File: src/source/simt_alu_pkg.sv
package simt_alu_pkg;

    localparam int num_threads = 4;
    localparam int num_warps   = 8;
    localparam int nw_bits     = $clog2(num_warps);
    localparam int nr_bits     = 5;
    localparam int nt_bits     = $clog2(num_threads);  // Lane index width

    typedef logic [num_threads-1:0][31:0] lane_data_t;
    typedef logic [num_threads-1:0]       lane_mask_t;

    typedef enum logic [1:0] {
        op_alu,
        op_br,
        op_mul
    } op_class_e;

    typedef enum logic [3:0] {
        alu_add,
        alu_sub,
        alu_slt,
        alu_sltu,
        alu_and,
        alu_or,
        alu_xor,
        alu_sll,
        alu_srl,
        alu_sra
    } alu_op_e;

    typedef enum logic [2:0] {
        br_eq,
        br_ne,
        br_lt,
        br_ge,
        br_ltu,
        br_geu,
        br_jal,
        br_jalr
    } br_op_e;

    typedef enum logic [2:0] {
        mul_mul,
        mul_mulh,
        mul_mulhsu,
        mul_mulhu,
        mul_div,
        mul_divu,
        mul_rem,
        mul_remu
    } mul_op_e;

    typedef struct packed {
        logic [nw_bits-1:0] wid;
        lane_mask_t         tmask;
        logic [31:0]        pc;
        logic [31:0]        next_pc;
        logic [nr_bits-1:0] rd;
        logic               wb;
        op_class_e          op_class;
        alu_op_e            alu_op;     // Valid for op_alu
        br_op_e             br_op;      // Valid for op_br
        mul_op_e            mul_op;     // Valid for op_mul
        logic               use_pc;
        logic               use_imm;
        logic [31:0]        imm;
        logic [nt_bits-1:0] tid;        // Lane that resolves a branch
        lane_data_t         rs1_data;
        lane_data_t         rs2_data;
    } alu_req_t;

    typedef struct packed {
        logic [nw_bits-1:0] wid;
        lane_mask_t         tmask;
        logic [31:0]        pc;
        logic [nr_bits-1:0] rd;
        logic               wb;
    } result_tag_t;

    typedef struct packed {
        result_tag_t tag;
        lane_data_t  data;
    } commit_t;

    typedef struct packed {
        logic [nw_bits-1:0] wid;
        logic               taken;
        logic [31:0]        dest;
    } branch_ctl_t;

endpackage

File: src/source/alu_lane_compute.sv
module alu_lane_compute (
    input  simt_alu_pkg::op_class_e  op_class,
    input  simt_alu_pkg::alu_op_e    alu_op,
    input  simt_alu_pkg::br_op_e     br_op,
    input  logic                     use_pc,
    input  logic                     use_imm,
    input  logic [31:0]              pc,
    input  logic [31:0]              imm,
    input  simt_alu_pkg::lane_data_t rs1_data,
    input  simt_alu_pkg::lane_data_t rs2_data,
    output simt_alu_pkg::lane_data_t result,
    output simt_alu_pkg::lane_data_t add_result,
    output simt_alu_pkg::lane_mask_t less,
    output simt_alu_pkg::lane_mask_t equal
);
    import simt_alu_pkg::*;

    logic is_br;
    logic sub_signed;   // Sign extension for compare and arithmetic shift

    assign is_br = (op_class == op_br);

    always_comb begin
        if (is_br) begin
            sub_signed = (br_op == br_lt) || (br_op == br_ge);
        end else begin
            sub_signed = (alu_op == alu_slt) || (alu_op == alu_sra);
        end
    end

    for (genvar i = 0; i < num_threads; i++) begin : g_lane
        logic [31:0] in1_pc;
        logic [31:0] in2_imm;
        logic [31:0] in2_cmp;
        logic [32:0] sub_in1;
        logic [32:0] sub_in2;
        logic [32:0] sub_res;
        logic [32:0] shr_in;
        logic [31:0] shr_res;
        logic [4:0]  shamt;
        logic [31:0] lane_res;

        assign in1_pc  = use_pc ? pc : rs1_data[i];
        assign in2_imm = use_imm ? imm : rs2_data[i];
        // Branches compare rs1 with rs2 even when imm holds the offset
        assign in2_cmp = (use_imm && !is_br) ? imm : rs2_data[i];

        assign add_result[i] = in1_pc + in2_imm;

        assign sub_in1 = {sub_signed & rs1_data[i][31], rs1_data[i]};
        assign sub_in2 = {sub_signed & in2_cmp[31], in2_cmp};
        assign sub_res = sub_in1 - sub_in2;

        assign shamt   = in2_imm[4:0];
        assign shr_in  = {sub_signed & rs1_data[i][31], rs1_data[i]};
        assign shr_res = 32'($signed(shr_in) >>> shamt);

        assign less[i]  = sub_res[32];
        assign equal[i] = ~(|sub_res[31:0]);

        always_comb begin
            case (alu_op)
                alu_add:  lane_res = add_result[i];  // Also lui, auipc
                alu_sub:  lane_res = sub_res[31:0];
                alu_slt,
                alu_sltu: lane_res = {31'b0, sub_res[32]};
                alu_and:  lane_res = rs1_data[i] & in2_imm;
                alu_or:   lane_res = rs1_data[i] | in2_imm;
                alu_xor:  lane_res = rs1_data[i] ^ in2_imm;
                alu_sll:  lane_res = rs1_data[i] << shamt;
                alu_srl,
                alu_sra:  lane_res = shr_res;
                default:  lane_res = add_result[i];
            endcase
        end

        assign result[i] = lane_res;
    end

endmodule

File: config.mk
export PLATFORM = sky130hd
export DESIGN_NAME = alu_lane_compute
export DESIGN_NICKNAME = d
export VERILOG_FILES = /design/src/source/simt_alu_pkg.sv /design/src/source/alu_lane_compute.sv
export SDC_FILE = /design/constraint.sdc
export NUM_CORES = 2
export LEC_CHECK = 0
export BUFFER_PORTS_ARGS = -buffer_cell sky130_fd_sc_hd__buf_4
export CAP_MARGIN = 20
export CORE_MARGIN = 3
export CORE_UTILIZATION = 45
export DETAILED_ROUTE_END_ITERATION = 8
export MAX_ROUTING_LAYER = met4
export PLACE_DENSITY = 0.73
export SLEW_MARGIN = 5
export SYNTH_ARGS = -nofsm -noshare
export SYNTH_HDL_FRONTEND = slang
export SYNTH_SLANG_ARGS = --single-unit
File: constraint.sdc
create_clock -name vclk -period 6.75
set_input_delay 1.0125 -clock vclk [all_inputs]
set_output_delay 1.0125 -clock vclk [all_outputs]
set_load 0.02 [all_outputs]
==> reports/qor.yml <==
outcome: "finished clean"
mappedNetlistArea_um2: 36200
synthDominantAreaCellType: "ha_1"
final_setup_margin_ns: 0.0587
grt_pass1_wl_mm: 319
vias_in_the_first_global_route: 44962
max_slew.worst_pin.slew_ns: 1.18
multi_input_area_um2: 33700
number_of_vias_per_cell_after_detailed_routing: 6.98
design.portCount: 595
final_hold_viol_count: 0
synth_cell_type_count: 87
timing.max_slew.rel_slack_pct: 20.9
seqCellArea_um2: 0
critPathArrivalTime_ns: 5.68
finalCritPeriodShare_pct: 99.1
design.die.area_um2: 83800
timing.critical_path.to_type: "primary output"
grt_start_max_net_pins: 129
finish.instance_area_um2: 43800
min-delay-path-class: "input port to primary output"
setup_repair_after_global_routing_missed_its_margin: "yes"
finalWeightedCongestion: 1.15
yosys_warnings: 0
initial_core_utilization_pct: 45.6
mappedNetlistNets: 6516
die_height_um: 290
placedInstanceArea_um2: 43300
mostFrequentLayoutCells: "873 x buf_4, 665 x o21ai_0, 557 x nor2_1"
n_clock_buffer: 0
placed_cells_incl_taps: 7242
ffs_latches: 0
std_cell_rows: 103
fillerInstances: 8103
ys_seq_area_share_pct: 0
syn-mean-instance-area_um2: 6.39
detail_route.drc_violations: 0
wire_length_reported_by_the_detailed_router_mm: 234
required_time_at_the_worst_slack_endpoint_ns: 5.74
area_growth_pct: 21.0
nNetsFinal: 7052
non_filler_instance_count_after_layout: 7281
dp.final_hpwl_mm: 190
crit_path_start_kind: "input port"
final_max_slew_viol_count: 0
timing.fmax_ghz: 0.149
ant_nets: 0
initial_antenna_violation_count: 21
die-width_um: 290
yosys-top-cells-area: "ha_1 18%, mux2i_1 10%, o21ai_0 9.3%, a21oi_1 7.4%, nor2_1 5.8%"
global_route.overflow_total: 0
sum_of_negative_setup_slack_ns: 0
mostFrequentLayoutCell: "buf_4"
fin_crit_ns: 6.69
grt_use_total_pct: 53.5
detail_route.iter0.violations: 8333
synthesis.instances: 5665
number_of_maximum_capacitance_constraint_violations: 0
crit_fanout: 10
timing.setup.critical_path_class: "input port to primary output"
core_area_um2: 79300
routed_wire_length_per_instance_um: 32.2
numPortBuffers: 594
drive_gt1_share_pct: 16.7
dpl_worst_slack_ns: -0.238
synth_largest_type_area_fraction_pct: 17.7
setup_viol_count_final: 0
num_vias: 50797
detail_route.first_pass.iterations: 9
-- metrics by stage --
stage	hold slack [ns]	util (%)
finish	2.58	55.2
global route	2.59	55.2
CTS	2.57	54.6
detailed placement	2.56	54.6
global placement	2.56	54.6
floorplan	2.35	-
-- area by class of cell --
type,instances,area share (%)
timing repair buffer,896,16.0
tap,1050,3.00
antenna,32,0.183
multi-input combinational,4870,77.1
inverter,433,3.71
-- cell families (layout without fill, tap and decap cells) --
group                    count (synthesis)  in the layout  share of synthesized area [%]
AO/OA/AOI/OAI                         2242           2242                           39.2
AND/OR/NAND/NOR                       1503           1503                           18.4
buffers and inverters                  795           1329                           8.28
adder cells (fa/ha/maj)                520            520                           18.2
multiplexers                           374            374                           10.4
XOR/XNOR                               231            231                           5.59
other                                    0             32                              0
-- cells in the mapped netlist (20+ instances only) --
master     count
o21ai_0      675
nor2_1       558
a21oi_1      537
nand2_1      513
ha_1         512
inv_1        425
mux2i_1      363
clkbuf_1     302
o21a_1       171
o211ai_1     161
xnor2_1      136
a21o_1       102
xor2_1        95
a211oi_1      80
nor3_1        79
nand3_1       71
a221oi_1      58
and2_1        56
a22oi_1       54
o2111ai_1     54
buf_1         52
a31oi_1       51
nand2b_1      36
o221ai_1      36
nand4_1       34
nor2b_1       31
or3_1         31
o21ai_1       26
and3_1        25
o21bai_1      24
o311ai_0      22
o22a_1        20
o31ai_1       20
-- path summary, 6_finish.rpt --
kind / slack (ns) / to / from / cells past startpoint
min: 2.58 / add_result[96] / rs2_data[96] / 5
max: 0.06 / equal[2] / op_class[1] / 21
-- metal layers --
layer	routed length, µm	track usage (%)	vias up
li1	-	-	21819
met1	85200	66.3	23581
met2	88800	70.8	4472
met3	39600	21.1	925
met4	20500	35.2	0
met5	0	-	-
-- critical path, stage by stage --
cell and delay [ns]:
buf_4 0.12, nor2b_4 0.20, buf_6 0.14, buf_4 0.13
nand2b_4 0.21, buf_6 0.17, buf_4 0.15, a21oi_1 0.07
ha_1 0.38, and2_1 0.20, nand4_1 0.16, or4_1 0.52
a21oi_1 0.28, o21ai_1 0.16, o21ai_1 0.27, o21ai_0 0.17
xnor2_1 0.30, or3b_2 0.54, nor4_2 0.16, buf_4 0.18
buf_4 0.14
-- repair_timing --
item                                    4_1_cts  5_1_grt
resized for setup                             7       63
pin swaps                                     5       15
gates cloned                                  0        2
endpoints found under the setup margin        8       27
hold buffers                                  0        0
buffers inserted                              1        4
